**config.mk**
```make
export PLATFORM = sky130hd
export DESIGN_NAME = rv_regfile
export DESIGN_NICKNAME = d
export VERILOG_FILES = /design/src/rv_pkg.sv /design/src/rv_regfile.sv
export SDC_FILE = /design/constraint.sdc
export NUM_CORES = 2
export LEC_CHECK = 0
export BUFFER_PORTS_ARGS = -buffer_cell sky130_fd_sc_hd__buf_2
export CORE_AREA = 4 4 358 360
export DETAILED_ROUTE_END_ITERATION = 10
export DIE_AREA = 0 0 362 364
export HOLD_SLACK_MARGIN = 0.15
export SLEW_MARGIN = 40
export SYNTH_ARGS = -nofsm -noshare
export SYNTH_HDL_FRONTEND = slang
export SYNTH_SLANG_ARGS = --single-unit
```
**constraint.sdc**
```tcl
create_clock -name clk -period 2.02 [get_ports clk]
set_input_delay 0.202 -clock clk [delete_from_list [all_inputs] [get_ports clk]]
set_output_delay 0.202 -clock clk [all_outputs]
set_load 0.05 [all_outputs]
```
**src/rv_pkg.sv**
```systemverilog
package rv_pkg;

	// Datapath and address width
	localparam int XLEN = 32;
	// Register index width, 32 GPRs
	localparam int REG_ADDR_W = 5;
	// One strobe bit per byte lane
	localparam int STRB_W = XLEN / 8;

	// Major opcodes of the kept RV32I subset
	typedef enum logic [6:0] {
		op_reg   = 7'b0110011,	// R-type ALU
		op_imm   = 7'b0010011,	// I-type ALU
		op_load  = 7'b0000011,
		op_store = 7'b0100011
	} opcode_e;

	// ALU operation select
	typedef enum logic [3:0] {
		alu_add  = 4'd0,
		alu_sll  = 4'd1,
		alu_slt  = 4'd2,
		alu_sltu = 4'd3,
		alu_xor  = 4'd4,
		alu_srl  = 4'd5,
		alu_sra  = 4'd6,
		alu_or   = 4'd7,
		alu_and  = 4'd8,
		alu_sub  = 4'd9
	} alu_op_e;

	// Load/store funct3 encodings
	typedef enum logic [2:0] {
		mem_byte   = 3'b000,
		mem_half   = 3'b001,
		mem_word   = 3'b010,
		mem_byte_u = 3'b100,
		mem_half_u = 3'b101
	} mem_width_e;

	// Decoded control of one instruction
	typedef struct packed {
		logic       reg_wr;	// Writes rd
		logic       use_imm;	// Operand B from immediate
		logic       mem_rd;
		logic       mem_wr;
		logic       wb_from_mem;	// Writeback from load path
		alu_op_e    alu_op;
		mem_width_e width;
	} ctrl_t;

	// Retire report, one per accepted instruction
	typedef struct packed {
		logic [XLEN-1:0]       pc;	// PC before the instruction
		logic                  rd_we;
		logic [REG_ADDR_W-1:0] rd_addr;
		logic [XLEN-1:0]       rd_data;
		logic                  mem_we;
		logic [XLEN-1:0]       mem_addr;	// Word aligned
		logic [XLEN-1:0]       mem_wdata;	// Whole word after store
		logic [STRB_W-1:0]     mem_strobe;
	} retire_t;

endpackage

```
**src/rv_regfile.sv**
```systemverilog
`timescale 1ns/100ps

module rv_regfile (
	input  logic                          clk,
	input  logic                          reset,
	input  logic [rv_pkg::REG_ADDR_W-1:0] rs1,
	input  logic [rv_pkg::REG_ADDR_W-1:0] rs2,
	output logic [rv_pkg::XLEN-1:0]       rs1_data,
	output logic [rv_pkg::XLEN-1:0]       rs2_data,
	input  logic                          we,
	input  logic [rv_pkg::REG_ADDR_W-1:0] rd,
	input  logic [rv_pkg::XLEN-1:0]       rd_data
);
	import rv_pkg::*;

	localparam int NUM_REGS = 2 ** REG_ADDR_W;

	logic [XLEN-1:0] regs [NUM_REGS];

	// Single write port, x0 never written
	always_ff @(posedge clk) begin
		if (reset) begin
			for (int i = 0; i < NUM_REGS; i++) begin
				regs[i] <= '0;	// All GPRs start at zero
			end
		end else if (we && rd != '0) begin
			regs[rd] <= rd_data;
		end
	end

	// Combinational read ports
	// Writes land at the edge, so the next instruction sees the new value
	assign rs1_data = regs[rs1];
	assign rs2_data = regs[rs2];	// x0 reads zero since it stays cleared

	// x0 keeps its reset value for the whole run
	a_x0_zero: assert property (@(posedge clk) disable iff (reset)
		regs[0] == '0)
		else $error("x0 holds %h", regs[0]);

endmodule

```
==> reports/metrics.yaml <==
worst_setup_path:
  timing_worst_setup_path_type: "register to output pin"
  critPathRequiredTime_ns: 1.82
  path_max_fanout: 2
  cp-start-kind: "register"
  arrival_ns: 2.16
  crit_path_end_kind: "output pin"
sta:
  worst_pin_slew_ns: 0.685
  slew_headroom_pct: 54.4
  fin_crit_ns: 2.37
  setup_ws_ns: -0.347
  rsz0062_at_grt: "true"
  fmax_mhz: 423
  finalMaxSlewViolations: 0
  setup_viol: 64
  post-route-period-util_pct: 117
  hold_viol_final: 0
power:
  power_switching_w: 0.0145
  ir_worst_vdd_mv: 0.624
  p_clk_share_pct: 37.9
  pwr-share-comb_pct: 15.7
  switching_share_pct: 26.7
  power_density_nw_per_um2: 796
  internal-power_w: 0.0398
  seq_power_share_pct: 46.4
  p_leak_nw: 26.9
route:
  drtIter0Drc: 4522
  wl_met2_um: 90000
  dr_wl_met3_um: 18000
  wl_per_cell_um: 30.3
  drcViolationCount: 0
  drtPass1Iterations: 6
  drt-met1-wl_um: 82800
  via_count: 40000
  drt-total-wl_um: 201000
  antenna_left: 0
  dr.max_layer_used: "met5"
  viasPerCell: 6.04
logic_synthesis:
  seq_area_frac_synth_pct: 55.0
  synth_simple_gate_area_share_pct: 15.7
  synth_compound_area_share_pct: 7.02
  synth-warning-count: 0
  synth_top_family_by_area: "multiplexers"
  synth.ff_latch_count: 1024
  synth-xor-area-share_pct: 0
  yosysUniqueCellTypes: 29
  synth_mux_area_share_pct: 18.3
  syn_inst: 4605
  avgSynthCellArea_sq_um: 12.1
  synth_fa_ha_area_share_pct: 0
  netlist_area_sq_um: 55900
grt:
  grt_remaining_overflow: 0
  antenna_found_initial: 11
  grt_pass1_vias: 39400
  grt_pass1_wl_um: 282000
  track_usage_pct: 29.8
  grt_max_degree: 53
floorplan:
  start_util_pct: 44.7
  num_rows: 130
  io_pins: 114
  dieArea_sq_um: 132000
  core_area_sq_um: 125000
  die_h_um: 364
  die_w_um: 362
clock_tree:
  h-tree-depth: 3
  clock-sinks: 1024
  cts_buffer_depth: 3
  postCtsSetupRepairBufs: 0
  cts-root-buf: "clkbuf_16"
  cts_inserted_buffers: 113
  cts_tree: "yes"
  clk_pin_slew_ns: 0.06
worst_hold_path:
  whs_path_depth: 5
  whs_endpoint: "regs[17][9]$_SDFFCE_PN0P_"
  hold_path_class: "input port to register"
  min-delay-start: "rd[3]"
final_layout:
  layout-area-overhead-vs-synth_pct: 22.0
  fin_util_pct: 54.5
  nets: 4913
  largest_reg_flops: 1024
  largestRegisters: "regs: 1024 flops"
  final_cell_area_sq_um: 68200
  drive_above_1_share_pct: 19.0
  top_register: "regs"
run_status:
  status: "finished, violations left"
  violations: "negative setup slack"
flow_run:
  maxCapViolations: 0
placement:
  numPortBuffers: 113
  place.gp.congestion: 0.868
  placed_area_sq_um: 62800
  place_hpwl_um: 125000
==> final cells by class <==
type	count	area, sq um
clock buffer	137	2980
clock inverter	73	658
multi-input combinational	3166	24700
tap	1650	2060
fill	10200	56900
timing repair buffer	558	7020
antenna	13	32.5
sequential	1024	30700
==> layout by cell type, fill, tap and decap left out, types with 4 or more instances in the layout <==
cell type         n
edfxtp_1       1024
mux2i_1        1023
and2_1          992
buf_4           234
buf_12          215
nand2_1         194
a22oi_1         192
a21oi_1         192
nand3_1         130
a22o_1          128
clkbuf_16       116
nand3_2          47
buf_2            47
nor3_2           41
nor2_4           33
or2_2            33
dlygate4sd3_1    33
conb_1           32
a31oi_4          30
clkinv_2         26
clkinv_1         24
clkbuf_1         21
buf_8            19
a31oi_1          17
nand3_4          17
a31oi_2          17
nor3_4           16
diode_2          13
bufinv_16        11
buf_6            10
clkinvlp_4        8
nor3_1            7
nor2b_4           4
nand2b_2          4
==> worst max path at each step <==
stage	startpoint	slack, ns	end
2_1_floorplan	rs2[1]	0.14	rs2_data[25]
3_3_place_gp	rs2[2]	-0.28	rs2_data[10]
3_5_place_dp	rs2[2]	-0.25	rs2_data[10]
4_1_cts	regs[6][2]$_SDFFCE_PN0P_	-0.39	rs1_data[2]
5_1_grt	regs[2][7]$_SDFFCE_PN0P_	-0.43	rs2_data[7]
6_report	regs[2][2]$_SDFFCE_PN0P_	-0.35	rs1_data[2]
==> power groups by stage <==
stage	combinational (W)	sequential, W	clock [W]
2_1_floorplan	0.00434	0.0254	0
3_3_place_gp	0.00782	0.0255	0
3_5_place_dp	0.00787	0.0256	0
4_1_cts	0.00843	0.0251	0.0208
5_1_grt	0.00889	0.0253	0.0217
6_report	0.00854	0.0252	0.0206
==> worst max-delay path: stages (launching register included) <==
cell      delay [ns]
edfxtp_1        0.41
mux2i_1         0.17
a22o_1          0.18
nor3_2          0.05
a31oi_1         0.23
buf_4           0.17
nand3_4         0.07
buf_8           0.16
==> kinds of logic (layout without fill, tap and decap cells) <==
| family | Yosys count | after routing |
|---|---|---|
| simple gates | 1534 | 1534 |
| mux | 1024 | 1024 |
| flops | 1024 | 1024 |
| compound gates | 576 | 576 |
| buf+inv | 446 | 768 |
| other cells | 1 | 45 |
==> layer usage <==
metal	track usage, %	vias up
met5	0	-
met4	14.8	2
met3	6.19	419
met2	45.9	1903
met1	40.2	20200
li1	-	17400
==> cell usage after synthesis <==
master | n | area [sq um]
edfxtp_1 | 1024 | 30700
mux2i_1 | 1024 | 10200
and2_1 | 994 | 6220
clkbuf_1 | 218 | 818
nand2_1 | 196 | 736
nand3_1 | 193 | 966
a21oi_1 | 192 | 961
a22oi_1 | 192 | 1440
a22o_1 | 128 | 1120
buf_2 | 113 | 566
a31oi_1 | 64 | 400
nor3_1 | 64 | 320
buf_4 | 63 | 473
or2_2 | 33 | 206
buf_1 | 24 | 90.1
nor2_1 | 21 | 78.8
buf_6 | 12 | 135
clkbuf_2 | 9 | 45.0
clkbuf_4 | 7 | 52.6
nor2_2 | 7 | 43.8
nor2_4 | 7 | 78.8
nand2b_1 | 5 | 31.3
nor2b_1 | 5 | 31.3
nand3b_1 | 3 | 22.5
or3_1 | 2 | 12.5
or3b_4 | 2 | 22.5
conb_1 | 1 | 3.75
nand3_2 | 1 | 10.0
nand3b_2 | 1 | 11.3
==> what timing repair did <==
action,in CTS,in global routing
endpoints found under the hold margin,1002,0
hold buffers,33,0
resized for setup,273,29
pin swaps,113,78
setup endpoints to repair,64,64
==> stage by stage <==
stage / std cells / worst slack (ns) / setup TNS [ns] / hold WS [ns] / total power, W
after floorplan: 4636 / 0.139 / 0 / 0.400 / 0.0297
after global placement: 6394 / -0.279 / -9.98 / 0.805 / 0.0333
after detailed placement: 6394 / -0.249 / -9.88 / 0.799 / 0.0335
after CTS: 6610 / -0.386 / -19.97 / 0.380 / 0.0544
after global routing: 6608 / -0.429 / -21.54 / 0.448 / 0.0559
final: 6621 / -0.347 / -16.61 / 0.432 / 0.0543
(Power assumes the default switching activity.)
