$ cat src/rv_pkg.sv
package rv_pkg;

	// Datapath and address width
	localparam int XLEN = 32;
	// Register index width, 32 GPRs
	localparam int REG_ADDR_W = 5;
	// One strobe bit per byte lane
	localparam int STRB_W = XLEN / 8;

	// Major opcodes of the kept RV32I subset
	typedef enum logic [6:0] {
		op_reg   = 7'b0110011,	// R-type ALU
		op_imm   = 7'b0010011,	// I-type ALU
		op_load  = 7'b0000011,
		op_store = 7'b0100011
	} opcode_e;

	// ALU operation select
	typedef enum logic [3:0] {
		alu_add  = 4'd0,
		alu_sll  = 4'd1,
		alu_slt  = 4'd2,
		alu_sltu = 4'd3,
		alu_xor  = 4'd4,
		alu_srl  = 4'd5,
		alu_sra  = 4'd6,
		alu_or   = 4'd7,
		alu_and  = 4'd8,
		alu_sub  = 4'd9
	} alu_op_e;

	// Load/store funct3 encodings
	typedef enum logic [2:0] {
		mem_byte   = 3'b000,
		mem_half   = 3'b001,
		mem_word   = 3'b010,
		mem_byte_u = 3'b100,
		mem_half_u = 3'b101
	} mem_width_e;

	// Decoded control of one instruction
	typedef struct packed {
		logic       reg_wr;	// Writes rd
		logic       use_imm;	// Operand B from immediate
		logic       mem_rd;
		logic       mem_wr;
		logic       wb_from_mem;	// Writeback from load path
		alu_op_e    alu_op;
		mem_width_e width;
	} ctrl_t;

	// Retire report, one per accepted instruction
	typedef struct packed {
		logic [XLEN-1:0]       pc;	// PC before the instruction
		logic                  rd_we;
		logic [REG_ADDR_W-1:0] rd_addr;
		logic [XLEN-1:0]       rd_data;
		logic                  mem_we;
		logic [XLEN-1:0]       mem_addr;	// Word aligned
		logic [XLEN-1:0]       mem_wdata;	// Whole word after store
		logic [STRB_W-1:0]     mem_strobe;
	} retire_t;

endpackage

$ cat src/rv_decoder.sv
`timescale 1ns/100ps

module rv_decoder (
	input  logic                          clk,
	input  logic                          reset,
	input  logic                          instr_valid,
	input  logic [rv_pkg::XLEN-1:0]       instr,
	output rv_pkg::ctrl_t                 ctrl,
	output logic [rv_pkg::REG_ADDR_W-1:0] rs1,
	output logic [rv_pkg::REG_ADDR_W-1:0] rs2,
	output logic [rv_pkg::REG_ADDR_W-1:0] rd,
	output logic [rv_pkg::XLEN-1:0]       imm
);
	import rv_pkg::*;

	opcode_e    opcode;
	logic [2:0] funct3;
	logic       funct7_b5;	// Selects sub and sra

	// funct3 to ALU op, alt picks sub/sra
	function automatic alu_op_e alu_sel(input logic [2:0] f3, input logic alt);
		case (f3)
			3'b000:  alu_sel = alt ? alu_sub : alu_add;
			3'b001:  alu_sel = alu_sll;
			3'b010:  alu_sel = alu_slt;
			3'b011:  alu_sel = alu_sltu;
			3'b100:  alu_sel = alu_xor;
			3'b101:  alu_sel = alt ? alu_sra : alu_srl;
			3'b110:  alu_sel = alu_or;
			default: alu_sel = alu_and;
		endcase
	endfunction

	assign opcode    = opcode_e'(instr[6:0]);
	assign funct3    = instr[14:12];
	assign funct7_b5 = instr[30];

	// Register fields sit at fixed positions
	assign rs1 = instr[19:15];
	assign rs2 = instr[24:20];
	assign rd  = instr[11:7];

	always_comb begin
		ctrl        = '0;	// Unknown opcode falls through as nop
		ctrl.alu_op = alu_add;	// Address add for loads and stores
		ctrl.width  = mem_word;
		imm         = {{(XLEN-12){instr[31]}}, instr[31:20]};	// I-format
		case (opcode)
			op_reg: begin
				ctrl.reg_wr = 1'b1;
				ctrl.alu_op = alu_sel(funct3, funct7_b5);
			end
			op_imm: begin
				ctrl.reg_wr  = 1'b1;
				ctrl.use_imm = 1'b1;
				ctrl.alu_op  = alu_sel(funct3, funct7_b5 && funct3 == 3'b101);	// No subi
			end
			op_load: begin
				ctrl.reg_wr      = 1'b1;
				ctrl.use_imm     = 1'b1;
				ctrl.mem_rd      = 1'b1;
				ctrl.wb_from_mem = 1'b1;
				ctrl.width       = mem_width_e'(funct3);
			end
			op_store: begin
				ctrl.use_imm = 1'b1;
				ctrl.mem_wr  = 1'b1;
				ctrl.width   = mem_width_e'(funct3);
				imm = {{(XLEN-12){instr[31]}}, instr[31:25], instr[11:7]};	// S-format
			end
			default: ;
		endcase
	end

	// Only the four kept opcodes may be issued
	a_known_opcode: assert property (@(posedge clk) disable iff (reset)
		instr_valid |-> opcode inside {op_reg, op_imm, op_load, op_store})
		else $error("Unknown opcode %b", instr[6:0]);

endmodule

$ cat config.mk
export PLATFORM = sky130hd
export DESIGN_NAME = rv_decoder
export DESIGN_NICKNAME = d
export VERILOG_FILES = /design/src/rv_pkg.sv /design/src/rv_decoder.sv
export SDC_FILE = /design/constraint.sdc
export NUM_CORES = 1
export LEC_CHECK = 0
export BUFFER_PORTS_ARGS = -buffer_cell sky130_fd_sc_hd__buf_2
export CAP_MARGIN = 15
export CORE_ASPECT_RATIO = 1.1
export CORE_UTILIZATION = 25
export DETAILED_ROUTE_END_ITERATION = 12
export GPL_TIMING_DRIVEN = 1
export PLACE_DENSITY = 0.72
export SYNTH_ARGS = -nofsm -noshare
export SYNTH_HDL_FRONTEND = slang
export SYNTH_SLANG_ARGS = --single-unit
$ cat constraint.sdc
create_clock -name vclk -period 1.7
set_input_delay 0.17 -clock vclk [all_inputs]
set_output_delay 0.17 -clock vclk [all_outputs]
set_load 0.005 [all_outputs]
==> results of run 1 <==
## critical path, cell delays in order
cell       delay [ps]
buf_2             100
nand4bb_4         240
nor4b_4           410
mux2_2            380
buf_2             120
## where the power goes
part | switching, mW | total (mW) | internal, mW
sequential | 0 | 0 | 0
combinational | 0.0380 | 0.0848 | 0.0468
clock | 0 | 0 | 0
## stage by stage
stage | power (mW) | setup WS, ps | instances | utilization (%) | hold slack (ps)
6_report | 0.0848 | 105 | 109 | 25.3 | 340
5_1_grt | 0.0937 | 28.4 | 109 | 25.3 | 340
4_1_cts | 0.0857 | 84.2 | 109 | 25.3 | 340
3_5_place_dp | 0.0853 | 88.1 | 109 | 25.3 | 340
3_3_place_gp | 0.0835 | 101 | 109 | 25.3 | 340
2_1_floorplan | 0.104 | 364 | 75 | - | 377
## logic make-up after synthesis
group                  after synthesis  synth area share, %
buffers and inverters               44                 57.2
and+or+nand+nor                     20                 27.0
AOI/OAI and AO/OA                    6                 5.92
muxes                                5                 9.87
## cell type report
cell class	instances	area (um2)
fill	243	1560
timing repair buffer	49	245
multi-input combinational	31	244
tap	28	35.0
inverter	1	3.75
## path summary, 6_finish.rpt
check       from  endpoint  slack [ps]  cells after the start
min    instr[28]    imm[8]         340                      0
max     instr[3]    imm[0]         110                      5
## cell usage in the layout (no fill, tap or decap)
master / netlist / layout
inv_1: 1 / 1
and4b_1: 1 / 1
o21a_1: 1 / 1
and2_1: 2 / 2
nand3b_1: 1 / 1
a31oi_1: 1 / 1
nor2_1: 3 / 3
or3_2: 1 / 1
nor3_1: 2 / 2
nand2_1: 4 / 4
buf_2: 0 / 49
mux2_2: 5 / 5
nand4bb_4: 1 / 1
nand2b_1: 1 / 1
or4bb_1: 1 / 1
nor4b_4: 1 / 1
o21ai_0: 1 / 1
nand3_1: 1 / 1
a21oi_1: 3 / 3
or2_2: 1 / 1
## metal layers
layer	global-route usage, %	vias to the layer above	part of all wire [%]
li1	-	220	-
met4	0.926	0	0.20
met2	13.0	46	44
met5	0	-	0
met3	1.74	2	15
met1	8.25	177	40
==> metrics.cfg, run 1 <==
[floorplan]
initial_core_util_pct = 27.4
dieArea_mm2 = 0.00248
io_pins = 94
coreArea_mm2 = 0.00208
die_h_um = 52.1
rows = 17
die_width_um = 47.6

[drt]
drc = 0
vias = 445
ant_nets = 0
first_iter_violations = 3
wl_per_cell_um = 9.37
viasPerCell = 4.08
wl_um = 1020
dr.pass1.iters = 3

[clocking]
postCtsSetupRepairBufs = 0
cts_hold_buf = 0
cts_resized = 0

[yosys]
ys_warn_count = 0
synthMostInstantiatedCell = buf_4
synth.area.top_cells = buf_4, mux2_2, nand4bb_4
netlist_instances = 75
synth_top_cell_by_area = buf_4
synthesis.nets = 110
syn_area_um2 = 571
synth_common_cells = buf_4, mux2_2, nand2_1
yosysSeqAreaShare_pct = 0
yosysUniqueCellTypes = 20
netlist.area_leader.share_pct = 56.6
synth.avg_cell_area_um2 = 7.61

[placement]
gp_congestion = 0.687
portBuffers = 49
placed_area_um2 = 528
place_hpwl_um = 897

[global_route]
overflow = 0
grt_pass1_wl_um = 1320
grt_start_max_net_pins = 22
antenna_found_initial = 0
grt_use_total_pct = 7.11
grt_pass1_vias = 328

[timing]
finalSetupViolations = 0
rsz0062_at_grt = false
fin_crit_ps = 1590
maxSlewViolCount = 0
finalHoldViolCount = 0
relSlewSlack_pct = 72.2
setup_tns_ps = 0
post-route-period-util_pct = 93.8
clock.fmax_mhz = 627
worstMarginPinSlew_ps = 416

[setup_path]
critPathMaxFanout = 6
cp.arrival_ps = 1420
worstPathRequired_ps = 1530
crit_type = in -> out
endpoint_kind = output pin
startpoint_type = input pin

[run_status]
status = complete, no violations

[final_layout]
diodes = 0
nClkBuffers = 0
stdcell_area_um2 = 528
design.seq.count = 0
drive_gt1_share_pct = 71.6
nets = 118
synthToLayoutAreaGrowth_pct = -7.46
seq_area_um2 = 0

[worst_hold_path]
hp-class = in -> out

[job]
cap_violations = 0

[power]
leakagePower_nw = 0.291
vdd_ir_drop_max_uv = 64.0
power_density_mw_per_mm2 = 161

Note: power is estimated with default switching activity, not from simulation.
==> run 2: changes to the inputs <==
--- a/config.mk
+++ b/config.mk
@@ -8,10 +8,10 @@
 export BUFFER_PORTS_ARGS = -buffer_cell sky130_fd_sc_hd__buf_2
 export CAP_MARGIN = 15
 export CORE_ASPECT_RATIO = 1.1
-export CORE_UTILIZATION = 25
+export CORE_UTILIZATION = 32
 export DETAILED_ROUTE_END_ITERATION = 12
 export GPL_TIMING_DRIVEN = 1
-export PLACE_DENSITY = 0.72
+export PLACE_DENSITY = 0.89
 export SYNTH_ARGS = -nofsm -noshare
 export SYNTH_HDL_FRONTEND = slang
 export SYNTH_SLANG_ARGS = --single-unit
==> run 2 against run 1 <==
Compared with the run above:
- sequential cell count unchanged
- design area decreased by 2.6%
- worst setup slack got worse by 15 ps
- combinational power increased by 2%
- clock-buffer cell count unchanged
- routed wire length increased by 16%
- via count increased by 7.6%
- critical path depth unchanged
- first-iteration DRC count decreased by 33%
- fmax decreased by 0.94%
==> metrics.cfg, run 2 (synthesis results as in run 1) <==
[floorplan]
io_pins = 94  ; unchanged
die_h_um = 46.3  ; -11%
dieArea_mm2 = 0.00196  ; -21%
coreArea_mm2 = 0.00161  ; -23%
rows = 15  ; -2
initial_core_util_pct = 35.3  ; +8.0 points
die_width_um = 42.3  ; -11%

[worst_hold_path]
hp-class = in -> out

[timing]
fin_crit_ps = 1610  ; +15.2 ps
worstMarginPinSlew_ps = 424  ; +8.11 ps
rsz0062_at_grt = false
finalHoldViolCount = 0  ; unchanged
setup_tns_ps = 0  ; unchanged
maxSlewViolCount = 0  ; unchanged
hold_slack_ps = 340  ; +0.00900 ps
relSlewSlack_pct = 71.6  ; -0.54 points
finalSetupViolations = 0  ; unchanged
clock.fmax_mhz = 621  ; -0.94%
post-route-period-util_pct = 94.7  ; +0.89 points

[final_layout]
layout_common_cells = buf_2, mux2_2, nand2_1
design.seq.count = 0  ; unchanged
diodes = 0  ; unchanged
fin_util_pct = 31.9  ; +6.5 points
seq_area_um2 = 0  ; unchanged
nClkBuffers = 0  ; unchanged
layout_commonest_cell = buf_2
n_fill_cell = 180  ; -26%
multiInputGateArea_um2 = 244  ; unchanged
nets = 118  ; unchanged
drive_gt1_share_pct = 71.6  ; unchanged
synthToLayoutAreaGrowth_pct = -9.87

[setup_path]
slowest_delay_ps = 420  ; about the same
startpoint_type = input pin
slowest_stage = nor4b_4
endpoint_kind = output pin
critPathMaxFanout = 6  ; unchanged
crit_top_cell = buf_2
crit_type = in -> out
crit_chain = buf_2 > nand4bb_4 > nor4b_4 > mux2_2 > buf_2
worstPathRequired_ps = 1530  ; about the same
cp.arrival_ps = 1440  ; +20 ps

[drt]
dr.pass1.iters = 4  ; +1
drc = 0  ; unchanged
wl_um = 1180  ; +16%
viasPerCell = 4.89  ; +20%
wl_per_cell_um = 12.1  ; +29%
first_iter_violations = 2  ; -1
ant_nets = 0  ; unchanged
vias = 479  ; +7.6%

[global_route]
grt_pass1_vias = 399  ; +22%
grt_start_max_net_pins = 22  ; unchanged
grt_use_total_pct = 11.2  ; +4.1 points
grt_pass1_wl_um = 1740  ; +31%
antenna_found_initial = 0  ; unchanged
overflow = 0  ; unchanged

[clocking]
postCtsSetupRepairBufs = 0  ; unchanged
cts_hold_buf = 0  ; unchanged
cts_resized = 0  ; unchanged

[power]
leakagePower_nw = 0.291  ; unchanged
vdd_ir_drop_max_uv = 88.5  ; +38%
power_density_mw_per_mm2 = 167  ; +4.2%

[placement]
gp_congestion = 0.815  ; +19%
place_hpwl_um = 1080  ; +20%
portBuffers = 49  ; unchanged

[job]
cap_violations = 0  ; unchanged

[run_status]
status = complete, no violations

## run 2: cell counts in the layout (fill, tap and decap cells not counted)
No cell type changed its count.
## run 2: worst paths after layout
check | depth (start not counted) | slack [ps] | startpoint | end
setup / recovery | 5 | 90 | instr[3] | imm[1]
hold / removal | 0 | 340 | instr[15] | rs1[0]
## run 2: worst max-delay path, delay by kind of cell
family                 cells  cell delay [ps]
buffers and inverters      2              220
AND/OR/NAND/NOR            2              660
multiplexers               1              390
## run 2: where the power goes
group          total, mW  internal, mW  leakage (nW)  switching (mW)
Combinational     0.0861        0.0469         0.291          0.0392
Clock                  0             0             0               0
Sequential             0             0             0               0
Total             0.0861        0.0469         0.291          0.0392
## run 2: stage by stage
step | instances | worst slack (ps) | instance area, um2 | power (mW)
floorplan | 75 | 364 | 571 | 0.104
global placement | 98 | 112 | 514 | 0.0835
detailed placement | 98 | 71.5 | 514 | 0.0867
CTS | 98 | 67.9 | 514 | 0.0871
global route | 98 | 5.59 | 514 | 0.0956
finish | 98 | 89.9 | 514 | 0.0861
## run 2: layout make-up
| type | instances | area share [%] |
|---|---|---|
| timing repair buffer | 49 | 47.7 |
| multi-input combinational | 31 | 47.4 |
| inverter | 1 | 0.730 |
| tap | 17 | 4.14 |
## run 2: routing by layer
metal / routed length [um] / GRT usage, %
met3: 231 / 1.96
met2: 587 / 24.3
met4: 0 / 0
met5: 0 / 0
met1: 365 / 12.0
==> run 3: changes to the inputs <==
--- a/config.mk
+++ b/config.mk
@@ -10,7 +10,7 @@
 export CORE_ASPECT_RATIO = 1.1
 export CORE_UTILIZATION = 32
 export DETAILED_ROUTE_END_ITERATION = 12
-export GPL_TIMING_DRIVEN = 1
+export GPL_TIMING_DRIVEN = 0
 export PLACE_DENSITY = 0.89
 export SYNTH_ARGS = -nofsm -noshare
 export SYNTH_HDL_FRONTEND = slang
==> run 3 against run 2 <==
Compared with the run above:
- routed wire length rose by 29%
- global-route usage grew 2.6 points
- die area unchanged
- total power grew 130%
- critical endpoint is now imm[3]
==> metrics.cfg, run 3 (synthesis results as in run 1) <==
[run_status]
status = complete, no violations

[global_route]
top_usage_layer = met2
met3_usage_pct = 0.784  ; -1.2 points
grt_use_total_pct = 13.9  ; +2.6 points
overflow = 0  ; unchanged
grt_start_max_net_pins = 22  ; unchanged
grt_pass1_wl_um = 2240  ; +29%
grt_pass1_vias = 577  ; +45%
use_met2_pct = 28.3  ; +4.0 points
antenna_found_initial = 0  ; unchanged
grt_util_met1_pct = 17.0  ; +5.1 points

[setup_path]
endpoint_kind = output pin
startpoint_type = input pin
cp.arrival_ps = 1450  ; about the same
crit_type = in -> out
worstPathRequired_ps = 1530  ; about the same
critPathMaxFanout = 6  ; unchanged

[final_layout]
synthToLayoutAreaGrowth_pct = 73.9
nets = 192  ; +63%
layout_commonest_cell = buf_2
nClkBuffers = 0  ; unchanged
design.seq.count = 0  ; unchanged
seq_area_um2 = 0  ; unchanged
n_fill_cell = 147  ; -18%
multiInputGateArea_um2 = 244  ; unchanged
layout_common_cells = buf_2, buf_4, mux2_2
drive_gt1_share_pct = 85.2  ; +14 points
stdcell_count = 172  ; +76%
diodes = 0  ; unchanged

[timing]
finalHoldViolCount = 0  ; unchanged
post-route-period-util_pct = 95.5  ; +0.77 points
fin_crit_ps = 1620  ; +13.0 ps
rsz0062_at_grt = false
clock.fmax_mhz = 616  ; -0.80%
finalSetupViolations = 0  ; unchanged
relSlewSlack_pct = 70.6  ; -1.0 points
worstMarginPinSlew_ps = 439  ; +15.6 ps
setup_tns_ps = 0  ; unchanged
maxSlewViolCount = 0  ; unchanged

[placement]
gp_congestion = 0.789  ; -3.1%
place_hpwl_um = 1390  ; +29%
dp.cells = 172  ; +76%
portBuffers = 80  ; +63%

[power]
power_density_mw_per_mm2 = 198  ; +18%
leakagePower_nw = 0.621  ; +110%
vdd_ir_drop_max_uv = 99.6  ; +12%

[floorplan]
coreArea_mm2 = 0.00161  ; unchanged
io_pins = 94  ; unchanged
die_h_um = 46.3  ; unchanged
dieArea_mm2 = 0.00196  ; unchanged
die_width_um = 42.3  ; unchanged
initial_core_util_pct = 35.3  ; unchanged
rows = 15  ; unchanged

[drt]
wl_per_cell_um = 8.88  ; -27%
first_iter_violations = 2  ; unchanged
dr.pass1.iters = 4  ; unchanged
viasPerCell = 4.10  ; -16%
drc = 0  ; unchanged
vias = 705  ; +47%
wl_um = 1530  ; +29%
ant_nets = 0  ; unchanged

[clocking]
cts_hold_buf = 0  ; unchanged
postCtsSetupRepairBufs = 0  ; unchanged
cts_resized = 0  ; unchanged

[worst_hold_path]
hp-class = in -> out

[job]
cap_violations = 0  ; unchanged

-- run 3: metrics by stage --
stage	worst slack (ps)	util (%)	instance area (um2)	hold slack, ps	power (mW)
after floorplan	364	-	571	377	0.104
after global placement	111	61.5	992	506	0.194
after detailed placement	59.7	61.5	992	505	0.199
after CTS	55.6	61.5	992	505	0.199
after global routing	2.68	61.5	992	510	0.215
final	76.9	61.5	992	505	0.197
-- run 3: report_power, final --
part           switching (mW)  leakage (nW)  internal, mW
logic                  0.0660         0.621         0.131
registers                   0             0             0
clock network               0             0             0
-- run 3: area by class of cell --
class,count,area share [%]
well taps,17,2.14
repair buffers,80,40.4
plain buffers,43,32.5
multi-input cells,31,24.6
inverters,1,0.378
-- run 3: final timing paths --
kind                      start     end  cells past startpoint
worst max-delay path   instr[3]  imm[3]                      5
worst min-delay path  instr[16]  rs1[1]                      2
-- run 3: per-layer routing --
layer / vias to the layer above / wire length (um) / share of wire [%]
met3: 0 / 215 / 14
met5: - / 0 / 0
met1: 278 / 605 / 40
met2: 61 / 707 / 46
li1: 366 / - / -
met4: 0 / 0 / 0
-- run 3: critical path, cell delays in order --
cell	delay [ps]
buf_2	90
nand4bb_4	240
nor4b_4	430
mux2_2	390
buf_2	130
